`config.mk`:
```
export PLATFORM = sky130hd
export DESIGN_NAME = ao_peripheral_subsystem
export DESIGN_NICKNAME = d
export VERILOG_FILES = /design/src/source/obi_pkg.sv /design/src/source/ao_periph_pkg.sv /design/src/source/obi_reg_bridge.sv /design/src/source/soc_ctrl.sv /design/src/source/aon_timer.sv /design/src/source/fast_intr_ctrl.sv /design/src/source/ao_peripheral_subsystem.sv
export SDC_FILE = /design/constraint.sdc
export NUM_CORES = 1
export LEC_CHECK = 0
export ABC_AREA = 1
export BUFFER_PORTS_ARGS = -buffer_cell sky130_fd_sc_hd__buf_2
export CAP_MARGIN = 15
export CELL_PAD_IN_SITES_DETAIL_PLACEMENT = 1
export CELL_PAD_IN_SITES_GLOBAL_PLACEMENT = 1
export CORE_MARGIN = 4
export CORE_UTILIZATION = 48
export CTS_BUF_LIST = sky130_fd_sc_hd__clkbuf_8
export DETAILED_ROUTE_END_ITERATION = 10
export GPL_ROUTABILITY_DRIVEN = 1
export GPL_TIMING_DRIVEN = 0
export HOLD_SLACK_MARGIN = 0.15
export PLACE_DENSITY_LB_ADDON = 0.25
export SLEW_MARGIN = 0
export SYNTH_ARGS = -nofsm -noshare
export SYNTH_HDL_FRONTEND = slang
export SYNTH_SLANG_ARGS = --single-unit
```
`constraint.sdc`:
```
create_clock -name clk_i -period 9.45 [get_ports clk_i]
set_input_delay 1.4175 -clock clk_i [delete_from_list [all_inputs] [get_ports clk_i]]
set_output_delay 1.4175 -clock clk_i [all_outputs]
set_load 0.02 [all_outputs]
```
`src/source/obi_pkg.sv`:
```
/*
 * OBI bus definitions
 * Widths, the data word type and the bus opcode shared by bridge and testbench
 */

package obi_pkg;

  // Bus widths
  localparam int unsigned ADDR_W = 32;
  localparam int unsigned DATA_W = 32;

  typedef logic [ADDR_W-1:0] addr_t;
  typedef logic [DATA_W-1:0] data_word_t;

  // Opcode derived from we, carried through the response stage
  typedef enum logic {
    OP_READ  = 1'b0,
    OP_WRITE = 1'b1
  } bus_op_e;

endpackage : obi_pkg

```
`src/source/ao_periph_pkg.sv`:
```
/*
 * Always-on peripheral map
 * Address windows, peripheral index, register offsets and interrupt widths
 */

package ao_periph_pkg;

  // Address map
  localparam obi_pkg::addr_t AO_BASE       = 32'h2000_0000;
  localparam obi_pkg::addr_t PERIPH_SPAN   = 32'h0000_1000;
  localparam int unsigned    AO_NUM_PERIPH = 3;

  // Window number after AO_BASE
  typedef enum logic [1:0] {
    PERIPH_SOC_CTRL  = 2'd0,
    PERIPH_TIMER     = 2'd1,
    PERIPH_FAST_INTR = 2'd2,
    PERIPH_NONE      = 2'd3
  } periph_idx_e;

  // Offset inside a 4 KiB window
  localparam int unsigned REG_OFF_W = 12;
  typedef logic [REG_OFF_W-1:0] reg_off_t;

  // SoC control registers
  localparam reg_off_t SOC_EXIT_VALID = 12'h000;
  localparam reg_off_t SOC_EXIT_VALUE = 12'h004;
  localparam reg_off_t SOC_BOOT_SEL   = 12'h008;
  localparam reg_off_t SOC_SCRATCH    = 12'h00C;

  // Timer registers, CTRL bit 0 and bit 1 enable the compares
  localparam reg_off_t TMR_MTIME = 12'h000;
  localparam reg_off_t TMR_CMP0  = 12'h004;
  localparam reg_off_t TMR_CMP1  = 12'h008;
  localparam reg_off_t TMR_CTRL  = 12'h00C;

  // Fast interrupt controller registers
  localparam reg_off_t FIC_PENDING = 12'h000;
  localparam reg_off_t FIC_ENABLE  = 12'h004;

  localparam int unsigned FAST_INTR_W = 15;
  typedef logic [FAST_INTR_W-1:0] fast_intr_t;

endpackage : ao_periph_pkg

```
`src/source/obi_reg_bridge.sv`:
```
/*
 * OBI to register bridge
 * Grants requests, decodes the peripheral window and returns read data a cycle later
 */

`timescale 1ns/10ps

module obi_reg_bridge (
  input  logic                     clk_i,
  input  logic                     reset_i,

  input  logic                     req_i,
  input  logic                     we_i,
  input  obi_pkg::addr_t           addr_i,
  input  obi_pkg::data_word_t      wdata_i,
  output logic                     gnt_o,
  output logic                     rvalid_o,
  output obi_pkg::data_word_t      rdata_o,

  output logic                     soc_we_o,
  output logic                     tmr_we_o,
  output logic                     fic_we_o,
  output ao_periph_pkg::reg_off_t  reg_off_o,
  output obi_pkg::data_word_t      reg_wdata_o,
  input  obi_pkg::data_word_t      soc_rdata_i,
  input  obi_pkg::data_word_t      tmr_rdata_i,
  input  obi_pkg::data_word_t      fic_rdata_i
);

  import obi_pkg::*;
  import ao_periph_pkg::*;

  logic        ready_q;
  logic        accept;
  bus_op_e     op;
  bus_op_e     op_q;
  addr_t       win_off;
  periph_idx_e sel;
  data_word_t  sel_rdata;
  data_word_t  rdata_q;
  logic        rvalid_q;

  // Grant opens one cycle after reset is released
  assign gnt_o  = req_i & ready_q;
  assign accept = req_i & gnt_o;
  assign op     = we_i ? OP_WRITE : OP_READ;

  // Addresses below AO_BASE wrap to a large offset and fall outside
  assign win_off = addr_i - AO_BASE;

  always_comb begin
    if (win_off < addr_t'(AO_NUM_PERIPH) * PERIPH_SPAN) begin
      sel = periph_idx_e'(win_off[REG_OFF_W +: 2]);
    end else begin
      sel = PERIPH_NONE;
    end
  end

  always_comb begin
    case (sel)
      PERIPH_SOC_CTRL:  sel_rdata = soc_rdata_i;
      PERIPH_TIMER:     sel_rdata = tmr_rdata_i;
      PERIPH_FAST_INTR: sel_rdata = fic_rdata_i;
      default:          sel_rdata = '0;
    endcase
  end

  assign soc_we_o    = accept && op == OP_WRITE && sel == PERIPH_SOC_CTRL;
  assign tmr_we_o    = accept && op == OP_WRITE && sel == PERIPH_TIMER;
  assign fic_we_o    = accept && op == OP_WRITE && sel == PERIPH_FAST_INTR;
  assign reg_off_o   = addr_i[REG_OFF_W-1:0];
  assign reg_wdata_o = wdata_i;

  always_ff @(posedge clk_i) begin
    if (reset_i) begin
      ready_q  <= 1'b0;
      rvalid_q <= 1'b0;
      op_q     <= OP_WRITE;
    end else begin
      ready_q  <= 1'b1;
      rvalid_q <= accept;
      if (accept) begin
        op_q <= op;
      end
    end
  end

  // Response data
  always_ff @(posedge clk_i) begin
    if (accept) begin
      rdata_q <= sel_rdata;
    end
  end

  assign rvalid_o = rvalid_q;
  assign rdata_o  = (op_q == OP_READ) ? rdata_q : '0;

endmodule : obi_reg_bridge

```
`src/source/soc_ctrl.sv`:
```
/*
 * SoC control block
 * Exit status, scratch word and readable boot select
 */

`timescale 1ns/10ps

module soc_ctrl (
  input  logic                     clk_i,
  input  logic                     reset_i,

  input  logic                     reg_we_i,
  input  ao_periph_pkg::reg_off_t  reg_off_i,
  input  obi_pkg::data_word_t      reg_wdata_i,
  output obi_pkg::data_word_t      reg_rdata_o,

  input  logic                     boot_select_i,
  output logic                     exit_valid_o,
  output obi_pkg::data_word_t      exit_value_o
);

  import obi_pkg::*;
  import ao_periph_pkg::*;

  logic       exit_valid_q;
  data_word_t exit_value_q;
  data_word_t scratch_q;

  always_ff @(posedge clk_i) begin
    if (reset_i) begin
      exit_valid_q <= 1'b0;
      exit_value_q <= '0;
    end else if (reg_we_i) begin
      case (reg_off_i)
        SOC_EXIT_VALID: exit_valid_q <= reg_wdata_i[0];
        SOC_EXIT_VALUE: exit_value_q <= reg_wdata_i;
        default: ;
      endcase
    end
  end

  // Scratch word
  always_ff @(posedge clk_i) begin
    if (reg_we_i && reg_off_i == SOC_SCRATCH) begin
      scratch_q <= reg_wdata_i;
    end
  end

  // Boot select is read only
  always_comb begin
    case (reg_off_i)
      SOC_EXIT_VALID: reg_rdata_o = {{(DATA_W-1){1'b0}}, exit_valid_q};
      SOC_EXIT_VALUE: reg_rdata_o = exit_value_q;
      SOC_BOOT_SEL:   reg_rdata_o = {{(DATA_W-1){1'b0}}, boot_select_i};
      SOC_SCRATCH:    reg_rdata_o = scratch_q;
      default:        reg_rdata_o = '0;
    endcase
  end

  assign exit_valid_o = exit_valid_q;
  assign exit_value_o = exit_value_q;

endmodule : soc_ctrl

```
`src/source/aon_timer.sv`:
```
/*
 * Always-on timer
 * Free-running mtime with two enabled compares driving two interrupts
 */

`timescale 1ns/10ps

module aon_timer (
  input  logic                     clk_i,
  input  logic                     reset_i,

  input  logic                     reg_we_i,
  input  ao_periph_pkg::reg_off_t  reg_off_i,
  input  obi_pkg::data_word_t      reg_wdata_i,
  output obi_pkg::data_word_t      reg_rdata_o,

  output logic                     timer_0_intr_o,
  output logic                     timer_1_intr_o
);

  import obi_pkg::*;
  import ao_periph_pkg::*;

  data_word_t mtime_q;
  data_word_t cmp0_q;
  data_word_t cmp1_q;
  logic [1:0] ctrl_q;
  logic       intr0_q;
  logic       intr1_q;

  // A write to mtime replaces the increment
  always_ff @(posedge clk_i) begin
    if (reset_i) begin
      mtime_q <= '0;
    end else if (reg_we_i && reg_off_i == TMR_MTIME) begin
      mtime_q <= reg_wdata_i;
    end else begin
      mtime_q <= mtime_q + 1'b1;
    end
  end

  always_ff @(posedge clk_i) begin
    if (reset_i) begin
      ctrl_q <= '0;
    end else if (reg_we_i && reg_off_i == TMR_CTRL) begin
      ctrl_q <= reg_wdata_i[1:0];
    end
  end

  // Compare values
  always_ff @(posedge clk_i) begin
    if (reg_we_i) begin
      case (reg_off_i)
        TMR_CMP0: cmp0_q <= reg_wdata_i;
        TMR_CMP1: cmp1_q <= reg_wdata_i;
        default: ;
      endcase
    end
  end

  always_ff @(posedge clk_i) begin
    if (reset_i) begin
      intr0_q <= 1'b0;
      intr1_q <= 1'b0;
    end else begin
      intr0_q <= ctrl_q[0] && (mtime_q >= cmp0_q);
      intr1_q <= ctrl_q[1] && (mtime_q >= cmp1_q);
    end
  end

  always_comb begin
    case (reg_off_i)
      TMR_MTIME: reg_rdata_o = mtime_q;
      TMR_CMP0:  reg_rdata_o = cmp0_q;
      TMR_CMP1:  reg_rdata_o = cmp1_q;
      TMR_CTRL:  reg_rdata_o = {{(DATA_W-2){1'b0}}, ctrl_q};
      default:   reg_rdata_o = '0;
    endcase
  end

  assign timer_0_intr_o = intr0_q;
  assign timer_1_intr_o = intr1_q;

endmodule : aon_timer

```
`src/source/fast_intr_ctrl.sv`:
```
/*
 * Fast interrupt controller
 * Pending capture with write-one-to-clear, gated by an enable mask
 */

`timescale 1ns/10ps

module fast_intr_ctrl (
  input  logic                       clk_i,
  input  logic                       reset_i,

  input  logic                       reg_we_i,
  input  ao_periph_pkg::reg_off_t    reg_off_i,
  input  obi_pkg::data_word_t        reg_wdata_i,
  output obi_pkg::data_word_t        reg_rdata_o,

  input  ao_periph_pkg::fast_intr_t  fast_intr_i,
  output ao_periph_pkg::fast_intr_t  fast_intr_o
);

  import obi_pkg::*;
  import ao_periph_pkg::*;

  fast_intr_t pending_q;
  fast_intr_t enable_q;
  fast_intr_t intr_q;
  fast_intr_t clear;

  assign clear = (reg_we_i && reg_off_i == FIC_PENDING) ?
                 reg_wdata_i[FAST_INTR_W-1:0] : '0;

  // Set wins over clear
  always_ff @(posedge clk_i) begin
    if (reset_i) begin
      pending_q <= '0;
    end else begin
      pending_q <= (pending_q & ~clear) | fast_intr_i;
    end
  end

  always_ff @(posedge clk_i) begin
    if (reset_i) begin
      enable_q <= '0;
    end else if (reg_we_i && reg_off_i == FIC_ENABLE) begin
      enable_q <= reg_wdata_i[FAST_INTR_W-1:0];
    end
  end

  always_ff @(posedge clk_i) begin
    if (reset_i) begin
      intr_q <= '0;
    end else begin
      intr_q <= pending_q & enable_q;
    end
  end

  always_comb begin
    case (reg_off_i)
      FIC_PENDING: reg_rdata_o = {{(DATA_W-FAST_INTR_W){1'b0}}, pending_q};
      FIC_ENABLE:  reg_rdata_o = {{(DATA_W-FAST_INTR_W){1'b0}}, enable_q};
      default:     reg_rdata_o = '0;
    endcase
  end

  assign fast_intr_o = intr_q;

endmodule : fast_intr_ctrl

```
`src/source/ao_peripheral_subsystem.sv`:
```
/*
 * Always-on peripheral subsystem
 * OBI slave port bridged to SoC control, timer and fast interrupt controller
 */

`timescale 1ns/10ps

module ao_peripheral_subsystem (
  input  logic                       clk_i,
  input  logic                       reset_i,

  input  logic                       req_i,
  input  logic                       we_i,
  input  obi_pkg::addr_t             addr_i,
  input  obi_pkg::data_word_t        wdata_i,
  output logic                       gnt_o,
  output logic                       rvalid_o,
  output obi_pkg::data_word_t        rdata_o,

  input  logic                       boot_select_i,
  output logic                       exit_valid_o,
  output obi_pkg::data_word_t        exit_value_o,

  output logic                       rv_timer_0_intr_o,
  output logic                       rv_timer_1_intr_o,

  input  ao_periph_pkg::fast_intr_t  fast_intr_i,
  output ao_periph_pkg::fast_intr_t  fast_intr_o
);

  import obi_pkg::*;
  import ao_periph_pkg::*;

  logic       soc_we;
  logic       tmr_we;
  logic       fic_we;
  reg_off_t   reg_off;
  data_word_t reg_wdata;
  data_word_t soc_rdata;
  data_word_t tmr_rdata;
  data_word_t fic_rdata;

  obi_reg_bridge obi_reg_bridge_i (
    .clk_i, .reset_i,
    .req_i, .we_i, .addr_i, .wdata_i,
    .gnt_o, .rvalid_o, .rdata_o,
    .soc_we_o(soc_we), .tmr_we_o(tmr_we), .fic_we_o(fic_we),
    .reg_off_o(reg_off), .reg_wdata_o(reg_wdata),
    .soc_rdata_i(soc_rdata), .tmr_rdata_i(tmr_rdata), .fic_rdata_i(fic_rdata)
  );

  soc_ctrl soc_ctrl_i (
    .clk_i, .reset_i,
    .reg_we_i(soc_we), .reg_off_i(reg_off), .reg_wdata_i(reg_wdata),
    .reg_rdata_o(soc_rdata),
    .boot_select_i, .exit_valid_o, .exit_value_o
  );

  aon_timer aon_timer_i (
    .clk_i, .reset_i,
    .reg_we_i(tmr_we), .reg_off_i(reg_off), .reg_wdata_i(reg_wdata),
    .reg_rdata_o(tmr_rdata),
    .timer_0_intr_o(rv_timer_0_intr_o),
    .timer_1_intr_o(rv_timer_1_intr_o)
  );

  fast_intr_ctrl fast_intr_ctrl_i (
    .clk_i, .reset_i,
    .reg_we_i(fic_we), .reg_off_i(reg_off), .reg_wdata_i(reg_wdata),
    .reg_rdata_o(fic_rdata),
    .fast_intr_i, .fast_intr_o
  );

endmodule : ao_peripheral_subsystem

```
* Word-level counts from Yosys, hierarchy flattened
Cells that the tools add are included.
** Word-level totals
- Input port bits :: 84
- Output and inout bits :: 84
- Register bits :: 245
** Cells by class
- Bitwise operators :: 6
- Reductions and logical operators :: 17
- Mux-type cells :: 10
- Equal/unequal tests :: 5
- Order comparisons :: 3
- Add/sub/neg operators :: 2
** Operators with widths (number)
- case mux 32 bit (4 select lines) :: 2
- case mux 32 bit (3 select lines) :: 1
- >= comparator 32 bit :: 2
- 2-to-1 mux 32 bit :: 2
- adder 32 x 1 -> 32 bit, second input constant :: 1
- less-than comparator 32 x 14 -> 1 bit, second input constant :: 1
- subtractor 32 x 30 -> 32 bit, second input constant :: 1
- bitwise AND 15 bit :: 2
- case mux 15 bit (2 select lines) :: 1
- == test 12 x 4 -> 1 bit, second input constant :: 2
- 2-to-1 mux 15 bit :: 1
- inverter 15 bit :: 1
- OR 15 bit :: 1
- == test 12 x 3 -> 1 bit, second input constant :: 1
- logical NOT 12 bit :: 1
- logical AND 1 bit :: 11
- AND reduction 2 bit :: 4
- bitwise AND 1 bit :: 2
- == test 2 x 1 -> 1 bit, second input constant :: 1
- == test 2 bit, second input constant :: 1
- logical NOT 2 bit :: 1
- 2-to-1 mux 1 bit :: 2
- 2-to-1 mux 2 bit :: 1

* Longest topological paths before layout
- Word-level depth :: 10
- Mapped depth :: 15
- Mapped depth without buffers :: 15

* By module
A second synthesis with hierarchy kept.
** Second synthesis, totals
- Cell total of the unflattened synthesis :: 1855
- Area, all modules :: 14367.5 um^2
** By module, submodules not included
- aon_timer :: seq. area each 2642.5 um^2, cells each 819, times used 1, area an instance 6496.2 um^2
- soc_ctrl :: seq. area each 1621.6 um^2, cells each 416, times used 1, area an instance 3139.3 um^2
- obi_reg_bridge :: seq. area each 1021.0 um^2, cells each 345, times used 1, area an instance 2655.0 um^2
- fast_intr_ctrl :: seq. area each 900.9 um^2, cells each 275, times used 1, area an instance 2077.0 um^2

* Worst setup path before layout
No wires, ideal clock.
- Path kind :: input to register
- From :: input port req_i
- To :: register aon_timer_i.cmp0_q[0], enable pin
- Buffers on the path :: 1
- Slack :: 4.628 ns
- Stages on the path :: 7
- Arrival time :: 4.401 ns
- Cells stage by stage :: nand2_1 -> inv_1 -> nand2_1 -> inv_2 -> buf_1 -> nand2_1 -> nor2_1
** On the way
- Word-level cells in the longest chain between the ends :: 5
** RTL lines
- from (decl) :: line ao_peripheral_subsystem.sv:12 : input logic req_i,
- bitwise AND 1 bit :: line obi_reg_bridge.sv:44 : assign gnt_o = req_i & ready_q;
- via gnt_o :: line ao_peripheral_subsystem.sv:16 : output logic gnt_o,
- bitwise AND 1 bit :: line obi_reg_bridge.sv:45 : assign accept = req_i & gnt_o;
- logical AND 1 bit (2 in series) :: line obi_reg_bridge.sv:69 : assign tmr_we_o = accept && op == OP_WRITE && sel == PERIPH_TIMER;
- AND reduction 2 bit (no source line)
- to (signal assigned) :: line aon_timer.sv:54 : TMR_CMP0: cmp0_q <= reg_wdata_i;
- to (decl) :: line aon_timer.sv:25 : data_word_t cmp0_q;
The timed path passes the listed nets, and every way through them passes these cells.
A chain may end at the register's enable or synchronous reset.

* Worst setup path in the final report
- From :: input port req_i
- To :: register aon_timer_i.cmp1_q[8], enable pin
** On the way
- Word-level cells in the longest chain between the ends :: 5
** RTL lines
- bitwise AND 1 bit :: line obi_reg_bridge.sv:44
- bitwise AND 1 bit * :: line obi_reg_bridge.sv:45
- logical AND 1 bit * (2 in series) :: line obi_reg_bridge.sv:69
- AND reduction 2 bit (no source line) *
- to (signal assigned) :: line aon_timer.sv:55 : TMR_CMP1: cmp1_q <= reg_wdata_i;
- to (decl) :: line aon_timer.sv:26 : data_word_t cmp1_q;
Every way passes the cells marked *; elsewhere a longest branch is shown, timed or not.

==> results.py <==
metrics = {
    "detailed_routing": {
        "drc": 0,
        "postRouteAntennaNets": 0,
        "wire_per_inst_um": 20.9,
        "vias_per_cell": 5.48,
        "via_count": 12798,
        "drt-total-wl_um": 48900,
        "first_pass_iters": 5,
        "drtIter0Drc": 875,
    },
    "cts": {
        "clockBufferDepth": 3,
        "cts_tree": "built",
        "cts-buffers-inserted": 45,
        "hold_buffers": 0,
        "cts_resized": 0,
        "clock_latency_ns": 0.58,
        "htreeDepth": 2,
        "path_clk_slew_ns": 0.05,
        "post_cts.repair.setup_buffers": 0,
        "cts-root-buf": "clkbuf_8",
        "cts_sinks": 245,
    },
    "setup_path": {
        "crit_path_end": "aon_timer_i.cmp1_q[8]",
        "crit_chain": "buf_2, nand2_1, inv_2, nand2_1, inv_2, buf_1, nand2_1, nor2_4, buf_16",
        "r2r_setup_slack_ns": 6.01,
        "critPathMaxFanout": 34,
        "r2r.worst_path.cells": 8,
        "worstPathArrival_ns": 4.32,
        "slowest_stage": "inv_2",
        "criticalPathCategory": "primary input to flop",
        "critPathLaunch": "req_i",
        "r2r_start": "obi_reg_bridge_i.ready_q",
        "worstReg2RegEnd": "aon_timer_i.cmp1_q[8]",
        "crit_top_cell": "nand2_1",
        "startpoint_type": "primary input",
        "cpPeakStageDelay_ns": 0.71,
        "worstSetupEndpointType": "flop",
        "crit_required_ns": 9.72,
    },
    "timing": {
        "slew_headroom_pct": 35.0,
        "setup_slack_ns": 5.40,
        "period_minus_slack_ns": 4.05,
        "finClkSkew_ns": 0.0351,
        "min_period_over_period_pct": 42.9,
        "rsz0062_at_grt": "false",
        "finalMaxSlewViolations": 0,
        "finalSetupViolations": 0,
        "fin_setup_tns_ns": 0,
        "finalHoldViolations": 0,
        "fmax_mhz": 247,
        "worst_pin_slew_ns": 0.974,
    },
    "die": {
        "die_area_um2": 30200,
        "boundaryPins": 168,
        "die_w_um": 174,
        "std_cell_rows": 60,
        "start_util_pct": 48.9,
        "fp.coreArea_um2": 27000,
        "die_height_um": 174,
    },
    "yosys": {
        "yosysWarnings": 0,
        "syn_inst": 1746,
        "netlist_area_um2": 13200,
        "async_flop_share_pct": 0,
        "synth_top_area_share_pct": 29.2,
        "yosys.area.top_type": "edfxtp_1",
        "syn_avg_cell_area_um2": 7.55,
        "synth_edf_count": 128,
        "yosysMostFrequentCell": "nand2_1",
        "synth_top_flop_cell": "edfxtp_1",
        "synth_area_leaders": "edfxtp_1 29%, dfxtp_1 18%, nand2_1 14%",
        "ys_ff_latch": 245,
        "synth_seq_area_share_pct": 46.9,
        "synth_commonest_cells": "474 x nand2_1, 294 x inv_1, 281 x nor2_1, 128 x edfxtp_1, 117 x dfxtp_1",
        "synth_cell_type_count": 34,
        "syn-num-nets": 1896,
    },
    "place": {
        "placed_area_um2": 14500,
        "dp.final_hpwl_um": 36400,
        "place_ws_ns": 4.81,
        "gp_congestion": 0.924,
        "portBuffers": 165,
    },
    "grt": {
        "busiest_layer": "met2",
        "use_met2_pct": 57.6,
        "grt_pass1_vias": 13718,
        "grt_util_met3_pct": 4.30,
        "grt_pass1_wl_um": 75500,
        "grtUsageTotal_pct": 31.8,
        "use_met1_pct": 37.9,
        "antenna_found_initial": 2,
        "grt_max_degree": 35,
        "grt.overflow.total": 0,
    },
    "power_and_ir_drop": {
        "p_leak_nw": 7.54,
        "power_density_nw_per_um2": 143,
        "vdd_drop_max_uv": 87.4,
    },
    "final_layout": {
        "multi_input_area_um2": 5600,
        "nFillCells": 3513,
        "area_growth_pct": 16.5,
        "drive_gt1_share_pct": 13.8,
        "layout.nets": 2111,
        "fin_area_um2": 15300,
        "final_core_util_pct": 57.0,
        "register_area_um2": 6190,
    },
    "run_status": {
        "status": "completed",
    },
    "min_path": {
        "min_path_type": "flop to flop",
    },
    "flow_run": {
        "drv_cap": 0,
    },
}
worst min-delay path by stage:
| stage | startpoint | cells past startpoint | endpoint | slack [ns] |
|---|---|---|---|---|
| 2_1_floorplan | fast_intr_ctrl_i.pending_q[0] | 2 | fast_intr_ctrl_i.fast_intr_o[0] | 0.43 |
| 3_3_place_gp | fast_intr_ctrl_i.pending_q[10] | 2 | fast_intr_ctrl_i.fast_intr_o[10] | 0.45 |
| 3_5_place_dp | fast_intr_ctrl_i.pending_q[0] | 2 | fast_intr_ctrl_i.fast_intr_o[0] | 0.45 |
| 4_1_cts | fast_intr_ctrl_i.pending_q[0] | 2 | fast_intr_ctrl_i.fast_intr_o[0] | 0.47 |
| 5_1_grt | fast_intr_ctrl_i.pending_q[10] | 2 | fast_intr_ctrl_i.fast_intr_o[10] | 0.48 |
| 6_report | fast_intr_ctrl_i.pending_q[0] | 2 | fast_intr_ctrl_i.fast_intr_o[0] | 0.46 |
placed cells by master (no fill, tap or decap), types with 44 or more instances in the layout:
cell      instances
ha_1             66
o21ai_0          47
nand3_1          51
a21oi_1          44
clkbuf_8         50
nand4_1          48
nor2_1          279
edfxtp_1        128
buf_2           188
nand2_1         474
dfxtp_1         117
inv_1           314
state kept, by name, summed over array words and instances (netlist names), 2 cells and up:
signal                        cells
aon_timer_i.mtime_q              32
obi_reg_bridge_i.rdata_q         32
fast_intr_ctrl_i.enable_q        15
aon_timer_i.cmp0_q               32
aon_timer_i.ctrl_q                2
soc_ctrl_i.scratch_q             32
aon_timer_i.cmp1_q               32
fast_intr_ctrl_i.pending_q       15
soc_ctrl_i.exit_value_o          32
fast_intr_ctrl_i.fast_intr_o     15
cells by family (layout without fill, tap and decap cells):
logic type	after synthesis	count (layout)	synth area share [%]
adders and majority gates	66	66	6.27
xor gates and xnor gates	23	23	1.53
other	0	1	0
buffers and inverters	365	614	10.7
DFF	245	245	46.9
AOI/OAI and AO/OA	150	150	6.36
and+or+nand+nor	897	897	28.2
area by class of cell:
type	instances	area share, %
diodes	1	0.0163
plain buffers	66	1.87
well taps	341	2.78
multi-input cells	1136	36.5
inverters	299	7.31
clock buffers	50	4.48
flip-flops and latches	245	40.3
clock inverters	31	0.888
repair buffers	168	5.87
layer usage:
| layer | vias up | wire length [um] |
|---|---|---|
| li1 | 5965 | - |
| met5 | - | 13 |
| met3 | 138 | 2670 |
| met4 | 2 | 2140 |
| met2 | 454 | 24700 |
| met1 | 6239 | 19400 |
power breakdown:
group	internal, mW	total [mW]	switching (mW)
combinational	0.0317	0.111	0.0790
clock	0.486	0.952	0.466
sequential	1.13	1.14	0.00639
total	1.65	2.20	0.552
critical path, delay by kind of cell:
kind,cells,cell delay [ns]
and+or+nand+nor,4,1.11
buffers and inverters,5,1.74
metrics by stage:
stage          std cells  total power [mW]  hold WS [ns]
2_1_floorplan       1746              1.21         0.429
3_3_place_gp        2252              1.26         0.447
3_5_place_dp        2255              1.27         0.454
4_1_cts             2336              2.21         0.466
5_1_grt             2337              2.27         0.479
6_report            2337              2.20         0.460
Power figures use the tool's default switching activity.
